--- config.mk ---
export PLATFORM = sky130hd
export DESIGN_NAME = ibuf_top
export DESIGN_NICKNAME = d
export VERILOG_FILES = /design/src/source/ibuf_pkg.sv /design/src/source/ibuf_load_ctrl.sv /design/src/source/ibuf_slot_select.sv /design/src/source/ibuf_retire_track.sv /design/src/source/ibuf_line_store.sv /design/src/source/ibuf_top.sv
export SDC_FILE = /design/constraint.sdc
export NUM_CORES = 1
export LEC_CHECK = 0
export ABC_AREA = 1
export CORE_AREA = 2 2 315 317
export CTS_BUF_LIST = sky130_fd_sc_hd__clkbuf_2 sky130_fd_sc_hd__clkbuf_4 sky130_fd_sc_hd__clkbuf_8
export DETAILED_ROUTE_END_ITERATION = 8
export DIE_AREA = 0 0 317 319
export DONT_BUFFER_PORTS = 1
export GPL_TIMING_DRIVEN = 0
export PLACE_DENSITY = 0.31
export SETUP_SLACK_MARGIN = 0.2
export SYNTH_ARGS = -nofsm -noshare
export SYNTH_HDL_FRONTEND = slang
export SYNTH_SLANG_ARGS = --single-unit
export TNS_END_PERCENT = 30
--- constraint.sdc ---
create_clock -name clk -period 5.1 [get_ports clk]
set_input_delay 0.255 -clock clk [delete_from_list [all_inputs] [get_ports clk]]
set_output_delay 0.255 -clock clk [all_outputs]
set_load 0.01 [all_outputs]
--- src/source/ibuf_pkg.sv ---
`default_nettype none

package ibuf_pkg;

    localparam int NUM_SLOTS = 4;
    localparam int LINE_BITS = 128;
    localparam int BIP_BITS  = 6;

    // slot parity masks, slot index bit 0 picks the bank
    localparam logic [NUM_SLOTS-1:0] EVEN_SLOTS = 4'b0101;
    localparam logic [NUM_SLOTS-1:0] ODD_SLOTS  = 4'b1010;

    typedef logic [LINE_BITS-1:0] line_t;

    // bit 1 is the even bank, bit 0 the odd bank
    typedef enum logic [1:0] {
        LOAD_NONE = 2'd0,
        LOAD_ODD  = 2'd1,
        LOAD_EVEN = 2'd2,
        LOAD_BOTH = 2'd3
    } load_mode_t;

    typedef struct packed {
        line_t      even_line;
        line_t      odd_line;
        logic       even_miss;
        logic       odd_miss;
        logic [1:0] even_pos;   // always an even slot
        logic [1:0] odd_pos;    // always an odd slot
    } fetch_pair_t;

    typedef struct packed {
        logic                init;
        logic                resteer;
        logic                br_fix;     // taken / not-taken correction
        logic [BIP_BITS-1:0] target_bip;
    } redirect_t;

endpackage

`default_nettype wire

--- src/source/ibuf_load_ctrl.sv ---
`timescale 1ns/100ps
`default_nettype none

module ibuf_load_ctrl (
    input  wire                           clk,
    input  wire                           rst_n,
    input  ibuf_pkg::redirect_t           redirect,
    input  wire [ibuf_pkg::NUM_SLOTS-1:0] valid,
    input  wire                           even_miss,
    input  wire                           odd_miss,
    output ibuf_pkg::load_mode_t          load_mode
);

    logic                 flush;
    logic                 even_free;
    logic                 odd_free;
    ibuf_pkg::load_mode_t mode_d;
    ibuf_pkg::load_mode_t mode_q;
    ibuf_pkg::load_mode_t base_mode;

    assign flush = redirect.init | redirect.resteer | redirect.br_fix;

    // any invalid slot of each parity
    assign even_free = |(~valid & ibuf_pkg::EVEN_SLOTS);
    assign odd_free  = |(~valid & ibuf_pkg::ODD_SLOTS);

    always_comb begin
        if (even_free && odd_free) begin
            mode_d = ibuf_pkg::LOAD_BOTH;
        end else if (even_free) begin
            mode_d = ibuf_pkg::LOAD_EVEN;
        end else if (odd_free) begin
            mode_d = ibuf_pkg::LOAD_ODD;
        end else begin
            mode_d = ibuf_pkg::LOAD_NONE;   // buffer full
        end
    end

    // a miss on either bank holds the mode until the cache delivers
    always_ff @(posedge clk or negedge rst_n) begin
        if (!rst_n) begin
            mode_q <= ibuf_pkg::LOAD_NONE;
        end else if (!even_miss && !odd_miss) begin
            mode_q <= mode_d;
        end
    end

    assign base_mode = flush ? ibuf_pkg::LOAD_BOTH : mode_q;

    // drop the half of the mode whose bank missed
    assign load_mode = ibuf_pkg::load_mode_t'(base_mode & {~even_miss, ~odd_miss});

endmodule

`default_nettype wire

--- src/source/ibuf_slot_select.sv ---
`timescale 1ns/100ps
`default_nettype none

module ibuf_slot_select (
    input  ibuf_pkg::load_mode_t           load_mode,
    input  wire [1:0]                      even_pos,
    input  wire [1:0]                      odd_pos,
    input  wire [ibuf_pkg::NUM_SLOTS-1:0]  valid,
    input  wire                            flush,
    output logic [ibuf_pkg::NUM_SLOTS-1:0] load_en,
    output logic                           even_loaded,
    output logic                           odd_loaded
);

    logic                          want_even;
    logic                          want_odd;
    logic [ibuf_pkg::NUM_SLOTS-1:0] even_hot;
    logic [ibuf_pkg::NUM_SLOTS-1:0] odd_hot;
    logic [ibuf_pkg::NUM_SLOTS-1:0] avail;

    assign want_even = (load_mode == ibuf_pkg::LOAD_EVEN) || (load_mode == ibuf_pkg::LOAD_BOTH);
    assign want_odd  = (load_mode == ibuf_pkg::LOAD_ODD) || (load_mode == ibuf_pkg::LOAD_BOTH);

    // one-hot slot of each bank, kept to its own parity
    assign even_hot = (4'b0001 << even_pos) & ibuf_pkg::EVEN_SLOTS;
    assign odd_hot  = (4'b0001 << odd_pos) & ibuf_pkg::ODD_SLOTS;

    // a flush may overwrite anything, otherwise only empty slots
    assign avail = flush ? {ibuf_pkg::NUM_SLOTS{1'b1}} : ~valid;

    assign load_en = ((want_even ? even_hot : 4'b0000) | (want_odd ? odd_hot : 4'b0000)) & avail;

    assign even_loaded = |(load_en & ibuf_pkg::EVEN_SLOTS);
    assign odd_loaded  = |(load_en & ibuf_pkg::ODD_SLOTS);

endmodule

`default_nettype wire

--- src/source/ibuf_retire_track.sv ---
`timescale 1ns/100ps
`default_nettype none

module ibuf_retire_track (
    input  wire                              clk,
    input  wire                              rst_n,
    input  ibuf_pkg::redirect_t              redirect,
    input  wire                              consume,
    input  wire [3:0]                        consume_len,
    output logic [ibuf_pkg::BIP_BITS-1:0]    bip,
    output logic                             flush,
    output logic [ibuf_pkg::NUM_SLOTS-1:0]   free_en
);

    logic [ibuf_pkg::BIP_BITS-1:0] bip_next;
    logic                          crossed;

    assign flush = redirect.init | redirect.resteer | redirect.br_fix;

    assign bip_next = bip + {2'b00, consume_len};   // wraps over the 64 byte buffer

    // low nibble went backwards, so the pointer left its 16 byte line
    assign crossed = consume && (bip_next[3:0] < bip[3:0]);

    always_comb begin
        if (flush) begin
            free_en = {ibuf_pkg::NUM_SLOTS{1'b1}};
        end else if (crossed) begin
            free_en = 4'b0001 << bip[5:4];
        end else begin
            free_en = '0;
        end
    end

    always_ff @(posedge clk or negedge rst_n) begin
        if (!rst_n) begin
            bip <= '0;
        end else if (flush) begin
            bip <= redirect.target_bip;
        end else if (consume) begin
            bip <= bip_next;
        end
    end

endmodule

`default_nettype wire

--- src/source/ibuf_line_store.sv ---
`timescale 1ns/100ps
`default_nettype none

module ibuf_line_store (
    input  wire                                            clk,
    input  wire                                            rst_n,
    input  ibuf_pkg::fetch_pair_t                          fetch,
    input  wire [ibuf_pkg::NUM_SLOTS-1:0]                  load_en,
    input  wire [ibuf_pkg::NUM_SLOTS-1:0]                  free_en,
    output ibuf_pkg::line_t [ibuf_pkg::NUM_SLOTS-1:0]      lines,
    output logic [ibuf_pkg::NUM_SLOTS-1:0]                 valid
);

    // line payload, odd slots take the odd bank
    always_ff @(posedge clk) begin
        for (int i = 0; i < ibuf_pkg::NUM_SLOTS; i++) begin
            if (load_en[i]) begin
                lines[i] <= (i % 2 == 1) ? fetch.odd_line : fetch.even_line;
            end
        end
    end

    // write wins over free in the same cycle
    always_ff @(posedge clk or negedge rst_n) begin
        if (!rst_n) begin
            valid <= '0;
        end else begin
            valid <= load_en | (valid & ~free_en);
        end
    end

endmodule

`default_nettype wire

--- src/source/ibuf_top.sv ---
`timescale 1ns/100ps
`default_nettype none

module ibuf_top (
    input  wire                                        clk,
    input  wire                                        rst_n,
    input  ibuf_pkg::fetch_pair_t                      fetch,
    input  ibuf_pkg::redirect_t                        redirect,
    input  wire                                        consume,
    input  wire [3:0]                                  consume_len,
    output ibuf_pkg::line_t [ibuf_pkg::NUM_SLOTS-1:0]  lines,
    output wire [ibuf_pkg::NUM_SLOTS-1:0]              valid,
    output wire [ibuf_pkg::BIP_BITS-1:0]               bip,
    output wire                                        even_loaded,
    output wire                                        odd_loaded
);

    ibuf_pkg::load_mode_t            load_mode;
    wire [ibuf_pkg::NUM_SLOTS-1:0]   load_en;
    wire [ibuf_pkg::NUM_SLOTS-1:0]   free_en;
    wire                             flush;

    ibuf_load_ctrl u_load_ctrl (
        .clk       (clk),
        .rst_n     (rst_n),
        .redirect  (redirect),
        .valid     (valid),
        .even_miss (fetch.even_miss),
        .odd_miss  (fetch.odd_miss),
        .load_mode (load_mode)
    );

    ibuf_slot_select u_slot_select (
        .load_mode   (load_mode),
        .even_pos    (fetch.even_pos),
        .odd_pos     (fetch.odd_pos),
        .valid       (valid),
        .flush       (flush),
        .load_en     (load_en),
        .even_loaded (even_loaded),
        .odd_loaded  (odd_loaded)
    );

    ibuf_retire_track u_retire_track (
        .clk         (clk),
        .rst_n       (rst_n),
        .redirect    (redirect),
        .consume     (consume),
        .consume_len (consume_len),
        .bip         (bip),
        .flush       (flush),
        .free_en     (free_en)
    );

    ibuf_line_store u_line_store (
        .clk     (clk),
        .rst_n   (rst_n),
        .fetch   (fetch),
        .load_en (load_en),
        .free_en (free_en),
        .lines   (lines),
        .valid   (valid)
    );

endmodule

`default_nettype wire

==> results of run 1 <==
power groups by stage:
stage,clock (uW),sequential (uW),combinational [uW]
final,3630,5030,387
after global placement,0,5160,141
after global routing,4000,5040,425
after CTS,3800,5030,394
after floorplan,0,5090,97.2
after detailed placement,0,5120,150
cell type report:
| class | instances | area [um^2] | area share, % |
|---|---|---|---|
| timing repair buffer | 293 | 3000 | 13.2 |
| clock inverter | 48 | 318 | 1.40 |
| inverter | 30 | 133 | 0.585 |
| buffer | 2 | 22.5 | 0.0994 |
| tap | 1287 | 1610 | 7.10 |
| sequential | 524 | 15700 | 69.2 |
| multi-input combinational | 89 | 510 | 2.25 |
| clock buffer | 109 | 1380 | 6.09 |
| antenna | 6 | 15.0 | 0.0662 |
metal layers:
metal / part of all wire [%] / track usage, % / vias up
met5: 0.19 / 0 / -
met4: 2.8 / 4.18 / 14
met3: 13 / 4.98 / 105
met2: 51 / 16.7 / 621
met1: 34 / 9.34 / 3898
li1: - / - / 3338
worst max-delay path: stages (launching register included):
cell and delay, ns:
dfrtp_1 0.45, ha_1 0.25, inv_1 0.07, fa_1 0.41, xor2_1 0.15, inv_1 0.08, ha_1 0.27, nand3_1 0.08
nand3_1 0.16, o21bai_1 0.18, nand2_1 0.08, dlygate4sd3_1 0.57
worst paths after layout:
kind	end	slack, ns	depth (start not counted)
max	u_line_store.valid[3]$_DFF_PN0_	2.24	11
min	u_line_store.lines[382]$_DFFE_PP_	0.22	3
max reg2reg	u_line_store.valid[3]$_DFF_PN0_	2.24	11
min reg2reg	u_load_ctrl.mode_q[0]$_DFFE_PN0P_	0.55	2
max in group asynchronous	u_line_store.valid[2]$_DFF_PN0_	4.13	2
min in group asynchronous	u_line_store.valid[3]$_DFF_PN0_	0.55	2
logic make-up after synthesis:
kind of cell,count (synthesis)
adder cells (fa/ha/maj),9
XOR/XNOR,1
AO/OA/AOI/OAI,21
AND/OR/NAND/NOR,58
flip-flops,524
buffers and inverters,32
stage by stage:
| stage | setup TNS (ns) | std cells | power [uW] | hold WS [ns] | instance area (um^2) |
|---|---|---|---|---|---|
| final | 0 | 2388 | 9040 | 0.220 | 22700 |
| after global routing | 0 | 2387 | 9460 | 0.131 | 22700 |
| after CTS | 0 | 2382 | 9230 | 0.0863 | 22700 |
| after detailed placement | 0 | 1936 | 5270 | -0.0402 | 18100 |
| after global placement | -327.84 | 1932 | 5300 | -0.0402 | 17900 |
| after floorplan | 0 | 645 | 5180 | -0.0406 | 16300 |
flip-flops by register name, indices dropped and copies added, names as in the netlist:
| register | count |
|---|---|
| u_retire_track.bip | 6 |
| u_line_store.lines | 512 |
| u_load_ctrl.mode_q | 2 |
| u_line_store.valid | 4 |
what timing repair did:
action	in CTS	in global routing
buffers inserted	0	0
hold buffers	289	0
gates resized for setup	0	0
hold endpoints to repair	536	0
placed cells by master (no fill, tap or decap):
| master | Yosys | routed |
|---|---|---|
| dlygate4sd3_1 | 0 | 289 |
| buf_16 | 0 | 4 |
| o21ai_0 | 5 | 5 |
| diode_2 | 0 | 6 |
| clkinv_8 | 0 | 2 |
| nand2_2 | 1 | 1 |
| bufinv_16 | 0 | 2 |
| a31oi_1 | 2 | 2 |
| inv_12 | 0 | 1 |
| ha_1 | 8 | 8 |
| nand2_1 | 32 | 32 |
| xor2_1 | 1 | 1 |
| clkinv_4 | 0 | 1 |
| inv_1 | 27 | 23 |
| dfrtp_1 | 12 | 12 |
| inv_8 | 0 | 1 |
| nor2_2 | 1 | 1 |
| clkbuf_4 | 0 | 19 |
| clkinv_1 | 0 | 27 |
| clkbuf_8 | 0 | 90 |
| edfxtp_1 | 512 | 512 |
| o21ai_2 | 2 | 2 |
| a21oi_1 | 4 | 4 |
| buf_6 | 2 | 2 |
| fa_1 | 1 | 1 |
| o211ai_1 | 1 | 1 |
| o22ai_1 | 2 | 2 |
| or2_1 | 1 | 1 |
| o21bai_1 | 5 | 5 |
| inv_6 | 0 | 6 |
| inv_2 | 3 | 3 |
| nand3_1 | 13 | 13 |
| clkinvlp_4 | 0 | 4 |
| nor2_1 | 7 | 7 |
| nand4_1 | 3 | 3 |
| clkinv_2 | 0 | 8 |
==> results.json, run 1 <==
{
  "reg2reg_from": "u_retire_track.bip[0]$_DFFE_PN0P_",
  "swShare_pct": 22.8,
  "yosys_register_bits": 524,
  "ys_top_cells_by_area": "edfxtp_1, dfrtp_1, nand2_1",
  "synth_cell_type_count": 22,
  "rows": 115,
  "combPwrFrac_pct": 4.3,
  "yosysMostFrequentCell": "edfxtp_1",
  "setup_viol": 0,
  "finClkSkew_ns": 0.0237,
  "pwr-share-seq_pct": 55.6,
  "core-area_um2": 97700,
  "critical_path_required_ns": 5.67,
  "grt_util_all_layers_pct": 9.56,
  "dr.pass1.iters": 5,
  "ys_warn_count": 0,
  "drv_slew": 0,
  "ys_seq_area_share_pct": 96.0,
  "antenna_found_initial": 17,
  "clk_path_buf_depth": 3,
  "synth_fa_ha_area_share_pct": 0.736,
  "fmaxAchievable_mhz": 349,
  "rsz0062_at_grt": "no",
  "grt_overflow": 0,
  "vias_per_cell": 3.34,
  "pwr-share-clk_pct": 40.1,
  "synth_compound_area_share_pct": 0.813,
  "gp_congestion": 0.743,
  "drive_gt1_share_pct": 13.4,
  "finalHoldViolCount": 0,
  "numCtsBuffers": 88,
  "async_flop_share_pct": 2.29,
  "num_vias": 7976,
  "synth_nets": 932,
  "grt_pass1_vias": 8926,
  "yosys.area.top_type": "edfxtp_1",
  "placement.io_buffers": 0,
  "utilization_pct": 23.2,
  "clock_sinks": 524,
  "worstMarginPinSlew_ns": 0.630,
  "ys.flop_type": "edfxtp_1",
  "p_switching_uw": 2060,
  "synthTopCellsByCount": "edfxtp_1, nand2_1, inv_1, nand3_1, dfrtp_1",
  "min_from": "fetch[2]",
  "fill_cells": 10200,
  "htreeDepth": 3,
  "setup_ws_ns": 2.24,
  "leakagePower_uw": 0.00739,
  "arrival_ns": 3.43,
  "ios": 802,
  "die_w_um": 317,
  "place_ws_ns": 2.60,
  "synth_simple_gate_area_share_pct": 1.53,
  "syn_area_um2": 16300,
  "p_per_area_nw_per_um2": 399,
  "crit_path_max_fanout": 4,
  "synth-xor-area-share_pct": 0.0537,
  "clkLatencyLatePin_ns": 0.69,
  "tritoncts": "built",
  "antenna_left": 0,
  "area_growth_pct": 38.9,
  "place_hpwl_um": 36300,
  "syn_avg_cell_area_um2": 25.3,
  "criticalPathCategory": "register to register",
  "initial_core_util_pct": 16.7,
  "grt_max_degree": 90,
  "hold_path_class": "input pin to register",
  "synth_top_family_by_area": "simple AND/OR/NAND/NOR gates",
  "clk_pin_slew_ns": 0.06,
  "die_y_um": 319,
  "clock-root-buffer": "clkbuf_8",
  "worstSetupStartpoint": "u_retire_track.bip[0]$_DFFE_PN0P_",
  "fin_crit_sh_pct": 56.2,
  "post_drt_wl_per_cell_um": 21.4,
  "finalWirelength_um": 51200,
  "start_kind": "register",
  "fin_crit_ns": 2.86,
  "post-route-drc-count": 0,
  "max-slew-margin-rel_pct": 58.0,
  "dieArea_um2": 101000,
  "maxCapViolCount": 0,
  "drt_iter0_drc": 629,
  "finalNetCount": 1315,
  "syn_inst": 645,
  "p_int_uw": 6980,
  "status": "finished clean",
  "endpoint_kind": "register",
  "synth_mux_area_share_pct": 0,
  "ir_worst_vdd_v": 0.000177,
  "grt_pass1_wl_um": 68000,
  "synth_top_area_share_pct": 94.2,
  "synth_edf_count": 512
}
No activity file was read; power rests on OpenSTA's default activity.
==> inputs of run 2 (changes only) <==
- ABC_AREA: 1 -> 0
- CORE_AREA: 2 2 315 317 -> 2 2 314 316
- DIE_AREA: 0 0 317 319 -> 0 0 316 318
- PLACE_DENSITY: 0.31 -> 0.32
- clock period: 5.1 -> 2.4 ns (I/O delays scaled with it)
==> run 2 against run 1 <==
Effect of this change:
- synthesized cell count decreased by 5.9%
- the run now fails in clock tree synthesis
- synthesized area decreased by 0.30%
==> results.json, run 2 <==
{
  "status": "aborted with a tool error",
  "haltStage": "clock tree synthesis",
  "stop_error": "[ERROR RSZ-0060] Max buffer count reached.",
  "clk_path_buf_depth": 3,
  "hold_buffers": 422,
  "cts_resized": 17,
  "ys.flop_type": "edfxtp_1",
  "place_ws_ns": -0.277,
  "rows": 115,
  "die_w_um": 316,
  "syn_inst": 607,
  "synth_top_area_share_pct": 94.5,
  "syn_area_um2": 16300,
  "initial_core_util_pct": 16.7,
  "clock_sinks": 524,
  "htreeDepth": 3,
  "ys_top_cells_by_area": "edfxtp_1, dfrtp_1, ha_1",
  "ios": 802,
  "synth_nets": 894,
  "cts_setup_buffers": 23,
  "yosysMostFrequentCell": "edfxtp_1",
  "die_y_um": 318,
  "gp_congestion": 0.723,
  "place_hpwl_um": 34400,
  "async_flop_share_pct": 2.29,
  "ys_warn_count": 0,
  "placement.io_buffers": 0,
  "clock-root-buffer": "clkbuf_8",
  "syn_avg_cell_area_um2": 26.8,
  "synth_cell_type_count": 36,
  "ys_seq_area_share_pct": 96.3,
  "yosys_register_bits": 524,
  "synth_edf_count": 512,
  "synthTopCellsByCount": "edfxtp_1, nor2_1, dfrtp_1, ha_1, inv_1",
  "numCtsBuffers": 89,
  "yosys.area.top_type": "edfxtp_1"
}
## run 2: cell families after synthesis
| group | after synthesis | share of synthesized area, % |
|---|---|---|
| AOI/OAI and AO/OA | 26 | 1.11 |
| xor gates and xnor gates | 2 | 0.108 |
| buffers and inverters | 11 | 0.331 |
| DFF | 524 | 96.3 |
| adders and majority gates | 9 | 0.738 |
| and+or+nand+nor | 32 | 1.20 |
| muxes | 3 | 0.185 |
## run 2: per-stage QoR
step | instance area [um^2] | instances | TNS, ns | utilization, %
2_1_floorplan | 16300 | 607 | 0 | -
3_3_place_gp | 17900 | 1894 | -357.02 | 18.4
3_5_place_dp | 18100 | 1903 | -23.95 | 18.6
==> inputs of run 3 (changes only) <==
- CORE_AREA: 2 2 314 316 -> 2 2 309 311
- CTS_BUF_LIST: sky130_fd_sc_hd__clkbuf_2 sky130_fd_sc_hd__clkbuf_4 sky130_fd_sc_hd__clkbuf_8 -> unset
- DIE_AREA: 0 0 316 318 -> 0 0 311 313
- PLACE_DENSITY: 0.32 -> unset
- PLACE_DENSITY_LB_ADDON: unset -> 0.15
- SETUP_SLACK_MARGIN: 0.2 -> unset
- clock period: 2.4 -> 3.1 ns (I/O delays scaled with it)
==> run 3 against run 2 <==
Effect of this change:
- the flow now finishes without violations
- synthesized area did not move
- synthesized cell count unchanged
==> results.json, run 3 <==
{
  "hold_path_class": "input pin to register",
  "drt_iter0_drc": 573,
  "setup_ws_ns": 0.191,
  "max-slew-margin-rel_pct": 28.2,
  "ios": 802,
  "reg.largest.list": "u_line_store.lines (512), u_retire_track.bip (6), u_line_store.valid (4)",
  "grt_util_all_layers_pct": 9.19,
  "fin_crit_ns": 2.91,
  "ys_warn_count": 0,
  "grt_max_degree": 63,
  "grt_overflow": 0,
  "clock-root-buffer": "clkbuf_16",
  "maxCapViolCount": 0,
  "largest_reg_flops": 512,
  "ys_seq_area_share_pct": 96.3,
  "slowest_delay_ns": 0.48,
  "p_per_area_nw_per_um2": 679,
  "clk_pin_slew_ns": 0.06,
  "area_growth_pct": 39.6,
  "endpoint_kind": "output pin",
  "synth_compound_area_share_pct": 1.11,
  "cp_top_family": "simple AND/OR/NAND/NOR gates",
  "die_y_um": 313,
  "rsz0062_at_grt": "no",
  "syn_inst": 607,
  "worst_path_max_delay_cell": "and3b_4",
  "worstMarginPinSlew_ns": 1.07,
  "finalHoldViolCount": 0,
  "synth_top_family_by_area": "simple AND/OR/NAND/NOR gates",
  "final_common_cell": "edfxtp_1",
  "synth-xor-area-share_pct": 0.108,
  "synth_nets": 894,
  "placement.io_buffers": 0,
  "vias_per_cell": 3.35,
  "yosysMostFrequentCell": "edfxtp_1",
  "clk_path_buf_depth": 3,
  "cpMostUsedCell": "buf_16",
  "clock_sinks": 524,
  "numCtsBuffers": 54,
  "dieArea_um2": 97300,
  "yosys_register_bits": 524,
  "arrival_ns": 2.75,
  "dr.pass1.iters": 4,
  "crit_chain": "o21ai_2, and3b_4, buf_16, buf_16, or2_1",
  "htreeDepth": 2,
  "start_kind": "register",
  "finalNetCount": 1241,
  "grt_pass1_wl_um": 64400,
  "layout_common_cells": "edfxtp_1, dlygate4sd3_1, clkbuf_16",
  "drv_slew": 0,
  "leakagePower_uw": 0.00728,
  "syn_area_um2": 16300,
  "finClkSkew_ns": 0.0183,
  "criticalPathCategory": "register to output pin",
  "place_ws_ns": 0.0852,
  "antenna_left": 0,
  "num_vias": 7602,
  "initial_core_util_pct": 17.3,
  "finalWirelength_um": 47100,
  "synth_mux_area_share_pct": 0.185,
  "synthTopCellsByCount": "edfxtp_1, nor2_1, dfrtp_1, ha_1, inv_1",
  "synth_simple_gate_area_share_pct": 1.20,
  "antenna_found_initial": 8,
  "status": "finished clean",
  "drive_gt1_share_pct": 10.0,
  "post_drt_wl_per_cell_um": 20.8,
  "post-route-drc-count": 0,
  "tns_ns": 0,
  "synth_cell_type_count": 36,
  "fmaxAchievable_mhz": 344,
  "yosys.area.top_type": "edfxtp_1",
  "tritoncts": "built",
  "ir_worst_vdd_v": 0.000363,
  "layout.cells.non_filler": 2268,
  "dp_cells": 1880,
  "critical_path_required_ns": 2.94,
  "core-area_um2": 94200,
  "die_w_um": 311,
  "rows": 113,
  "clkLatencyLatePin_ns": 0.62,
  "ys.flop_type": "edfxtp_1",
  "async_flop_share_pct": 2.29,
  "gp_congestion": 0.750,
  "regMostFlops": "u_line_store.lines",
  "ys_top_cells_by_area": "edfxtp_1, dfrtp_1, ha_1",
  "crit_path_max_fanout": 49,
  "place_hpwl_um": 32600,
  "grt_pass1_vias": 8309,
  "worstPathBufferInverterCount": 2,
  "syn_avg_cell_area_um2": 26.8,
  "setup_viol": 0,
  "synth_fa_ha_area_share_pct": 0.738,
  "fin_crit_sh_pct": 93.9,
  "synth_edf_count": 512,
  "synth_top_area_share_pct": 94.5
}
[run 3: area by class of cell]
cell class	count	area (um^2)
repair buffers	289	3030
diodes	7	17.5
clock inverters	34	369
flip-flops and latches	524	15700
multi-input cells	74	568
fillers	9715	71500
plain buffers	3	23.8
clock buffers	64	1410
inverters	8	30.0
well taps	1265	1580
[run 3: cells by family after synthesis]
kind of cell             count (synthesis)
AO/OA/AOI/OAI                           26
buffers and inverters                   11
adder cells (fa/ha/maj)                  9
XOR/XNOR                                 2
multiplexers                             3
flip-flops                             524
AND/OR/NAND/NOR                         32
[run 3: path summary, 6_finish.rpt]
path,from,end,slack [ns],cells after the start
min in group asynchronous,rst_n,u_retire_track.bip[3]$_DFFE_PN0P_,0.56,2
max,u_line_store.valid[0]$_DFF_PN0_,even_loaded,0.19,5
max reg2reg,u_line_store.valid[2]$_DFF_PN0_,u_line_store.lines[311]$_DFFE_PP_,0.43,3
max in group asynchronous,rst_n,u_load_ctrl.mode_q[1]$_DFFE_PN0P_,2.13,2
min,fetch[3],u_line_store.lines[3]$_DFFE_PP_,0.05,1
min reg2reg,u_load_ctrl.mode_q[0]$_DFFE_PN0P_,u_load_ctrl.mode_q[0]$_DFFE_PN0P_,0.56,2
[run 3: stage by stage]
stage | total power (uW) | hold slack (ns) | utilization (%) | area [um^2]
after floorplan | 8510 | -0.141 | - | 16300
after global placement | 8680 | -0.140 | 19.0 | 17900
after detailed placement | 8680 | -0.139 | 19.2 | 18100
after CTS | 15700 | 0.0123 | 24.1 | 22700
after global routing | 16000 | 0.00809 | 24.1 | 22700
final | 15400 | 0.0489 | 24.1 | 22700
[run 3: where the power goes]
group / switching (uW) / total [uW] / internal, uW
registers: 213 / 8260 / 8040
logic: 305 / 623 / 317
clock network: 2640 / 6530 / 3890
total: 3150 / 15400 / 12300
[run 3: layer usage]
layer | GRT usage, % | share of wire [%] | up-vias
met5 | 0 | 0.064 | -
met4 | 2.99 | 2.6 | 4
met3 | 5.35 | 13 | 74
met2 | 16.4 | 52 | 553
met1 | 8.83 | 33 | 3806
li1 | - | - | 3165
[run 3: what timing repair did]
action	4_1_cts	5_1_grt
hold endpoints to repair	570	0
resized for setup	1	0
buffers inserted	0	0
cloned	1	1
pin swaps	1	0
setup endpoints to repair	2	1
hold buffers	281	0
==> inputs of run 4 (changes only) <==
- CTS_CLUSTER_DIAMETER: unset -> 40
- RECOVER_POWER: unset -> 25
==> run 4 against run 3 <==
Effect of this change:
- flip-flop and latch count is the same
- wire length grew 1.8%
- non-clock buffer count grew 5
- clock skew shrank 0.0039 ns
- power grew 17%
- clock power grew 39%
- critical path type unchanged
- combinational power grew 2%
- fmax grew 1.1%
==> results.json, run 4 (synthesis results as in run 3) <==
{
  "drv_slew": 0,
  "rr_worst_depth": 3,
  "grt_pass1_vias": 8664,
  "maxCapViolCount": 0,
  "finClkSkew_ns": 0.0144,
  "finalWirelength_um": 47900,
  "pwr-share-seq_pct": 45.9,
  "placement.io_buffers": 0,
  "clkLatencyLatePin_ns": 0.63,
  "regMostFlops": "u_line_store.lines",
  "critical_path_required_ns": 2.94,
  "antenna_found_initial": 4,
  "final_common_cell": "edfxtp_1",
  "core-area_um2": 94200,
  "dieArea_um2": 97300,
  "crit_path_max_fanout": 49,
  "fin_crit_sh_pct": 92.8,
  "hold_path_depth": 2,
  "clk_pin_slew_ns": 0.05,
  "drive_gt1_share_pct": 15.2,
  "min_from": "fetch[2]",
  "hold_path_class": "input pin to register",
  "gp_congestion": 0.750,
  "r2r-end": "u_line_store.lines[134]$_DFFE_PP_",
  "status": "finished clean",
  "largest_reg_flops": 512,
  "utilization_pct": 25.2,
  "ios": 802,
  "reg.largest.list": "u_line_store.lines (512), u_retire_track.bip (6), u_line_store.valid (4)",
  "path_depth": 5,
  "cp_top_family": "simple AND/OR/NAND/NOR gates",
  "clk_path_buf_depth": 3,
  "post_drt_wl_per_cell_um": 20.7,
  "fin_crit_ns": 2.88,
  "worstPathBufferInverterCount": 2,
  "crit_chain": "o21ai_2, and3b_4, buf_16, buf_16, or2_1",
  "swShare_pct": 22.6,
  "vias_per_cell": 3.37,
  "slowest_delay_ns": 0.48,
  "cpMostUsedCell": "buf_16",
  "num_vias": 7818,
  "p_int_uw": 13900,
  "grt_max_degree": 63,
  "fmaxAchievable_mhz": 347,
  "place_ws_ns": 0.0852,
  "setup_viol": 0,
  "area_growth_pct": 46.0,
  "die_w_um": 311,
  "grt_pass1_wl_um": 65200,
  "leakagePower_uw": 0.00778,
  "hold_end": "u_line_store.lines[3]$_DFFE_PP_",
  "rows": 113,
  "combPwrFrac_pct": 3.5,
  "numCtsBuffers": 81,
  "clock_sinks": 524,
  "dr.pass1.iters": 4,
  "ir_worst_vdd_v": 0.000396,
  "cts_setup_buffers": 0,
  "endpoint_kind": "output pin",
  "tritoncts": "built",
  "rsz0062_at_grt": "no",
  "arrival_ns": 2.72,
  "initial_core_util_pct": 17.3,
  "p_switching_uw": 4060,
  "clock-root-buffer": "clkbuf_16",
  "finalNetCount": 1273,
  "post-route-drc-count": 0,
  "drt_iter0_drc": 576,
  "worstMarginPinSlew_ns": 1.01,
  "max-slew-margin-rel_pct": 33.0,
  "criticalPathCategory": "register to output pin",
  "grt_overflow": 0,
  "p_per_area_nw_per_um2": 757,
  "setup_ws_ns": 0.222,
  "finalHoldViolCount": 0,
  "pwr-share-clk_pct": 50.5,
  "worst_path_max_delay_cell": "and3b_4",
  "layout_common_cells": "edfxtp_1, dlygate4sd3_1, clkbuf_16",
  "power_uw": 18000,
  "reg2reg_from": "u_line_store.valid[1]$_DFF_PN0_",
  "place_hpwl_um": 32600,
  "timing.reg2reg.setup_slack_ns": 0.27,
  "start_kind": "register",
  "antenna_left": 0,
  "grt_util_all_layers_pct": 9.42,
  "htreeDepth": 3,
  "die_y_um": 313
}
## run 4: cell count changes in the layout (fill, tap and decap cells not counted), moves of 2 or more
cell,before,now
clkbuf_1,9,6
clkinv_2,10,7
clkinv_8,0,4
buf_12,0,2
inv_6,2,13
clkinv_1,12,8
diode_2,7,2
clkbuf_16,55,81
inv_16,0,2
inv_8,0,10
clkinv_4,1,5
clkinvlp_4,1,5
dlygate4sd3_1,281,284
## run 4: metal layers
layer	share of wire [%]	track usage [%]	vias up	wire [um]
met5	0	0	-	0
met4	3.0	4.62	0	1420
met3	12	5.41	73	5970
met2	52	16.5	585	24900
met1	33	8.79	3898	15600
li1	-	-	3262	-
## run 4: worst max path at each step
| stage | from | endpoint | slack (ns) |
|---|---|---|---|
| 3_3_place_gp | u_line_store.valid[1]$_DFF_PN0_ | u_line_store.lines[218]$_DFFE_PP_ | -1.79 |
| 5_1_grt | u_line_store.valid[0]$_DFF_PN0_ | even_loaded | 0.02 |
| 2_1_floorplan | u_line_store.valid[1]$_DFF_PN0_ | odd_loaded | 0.19 |
| 3_5_place_dp | u_line_store.valid[1]$_DFF_PN0_ | u_line_store.lines[191]$_DFFE_PP_ | 0.09 |
| 4_1_cts | u_line_store.valid[0]$_DFF_PN0_ | even_loaded | -0.11 |
| 6_report | u_line_store.valid[0]$_DFF_PN0_ | even_loaded | 0.22 |
## run 4: layout make-up
cell class,count,area (um^2)
repair buffers,294,3100
well taps,1265,1580
fillers,9612,70400
inverters,8,30.0
multi-input cells,74,568
plain buffers,3,23.8
flip-flops and latches,524,15700
diodes,2,5.00
clock inverters,62,718
clock buffers,87,2050
## run 4: stage by stage
| stage | TNS (ns) | instances | hold WS, ns | instance area [um^2] |
|---|---|---|---|---|
| after detailed placement | 0 | 1880 | -0.139 | 18100 |
| after global placement | -243.39 | 1872 | -0.140 | 17900 |
| after global routing | 0 | 2318 | 0.0279 | 23800 |
| after CTS | -0.113 | 2315 | 0.0507 | 23700 |
| after floorplan | 0 | 607 | -0.141 | 16300 |
| final | 0 | 2319 | 0.0748 | 23800 |
## run 4: what timing repair did
item / 4_1_cts / 5_1_grt
hold buffers: 285 / 1
pin swaps: 1 / 0
endpoints found under the setup margin: 2 / 1
gates resized for setup: 1 / 0
hold endpoints to repair: 573 / 17
gates cloned: 1 / 1
## run 4: power by group through the flow
stage | registers (uW) | logic (uW) | clock network, uW
floorplan | 8350 | 160 | 0
global placement | 8450 | 234 | 0
detailed placement | 8410 | 261 | 0
CTS | 8270 | 646 | 9370
global route | 8280 | 695 | 9700
finish | 8260 | 636 | 9090
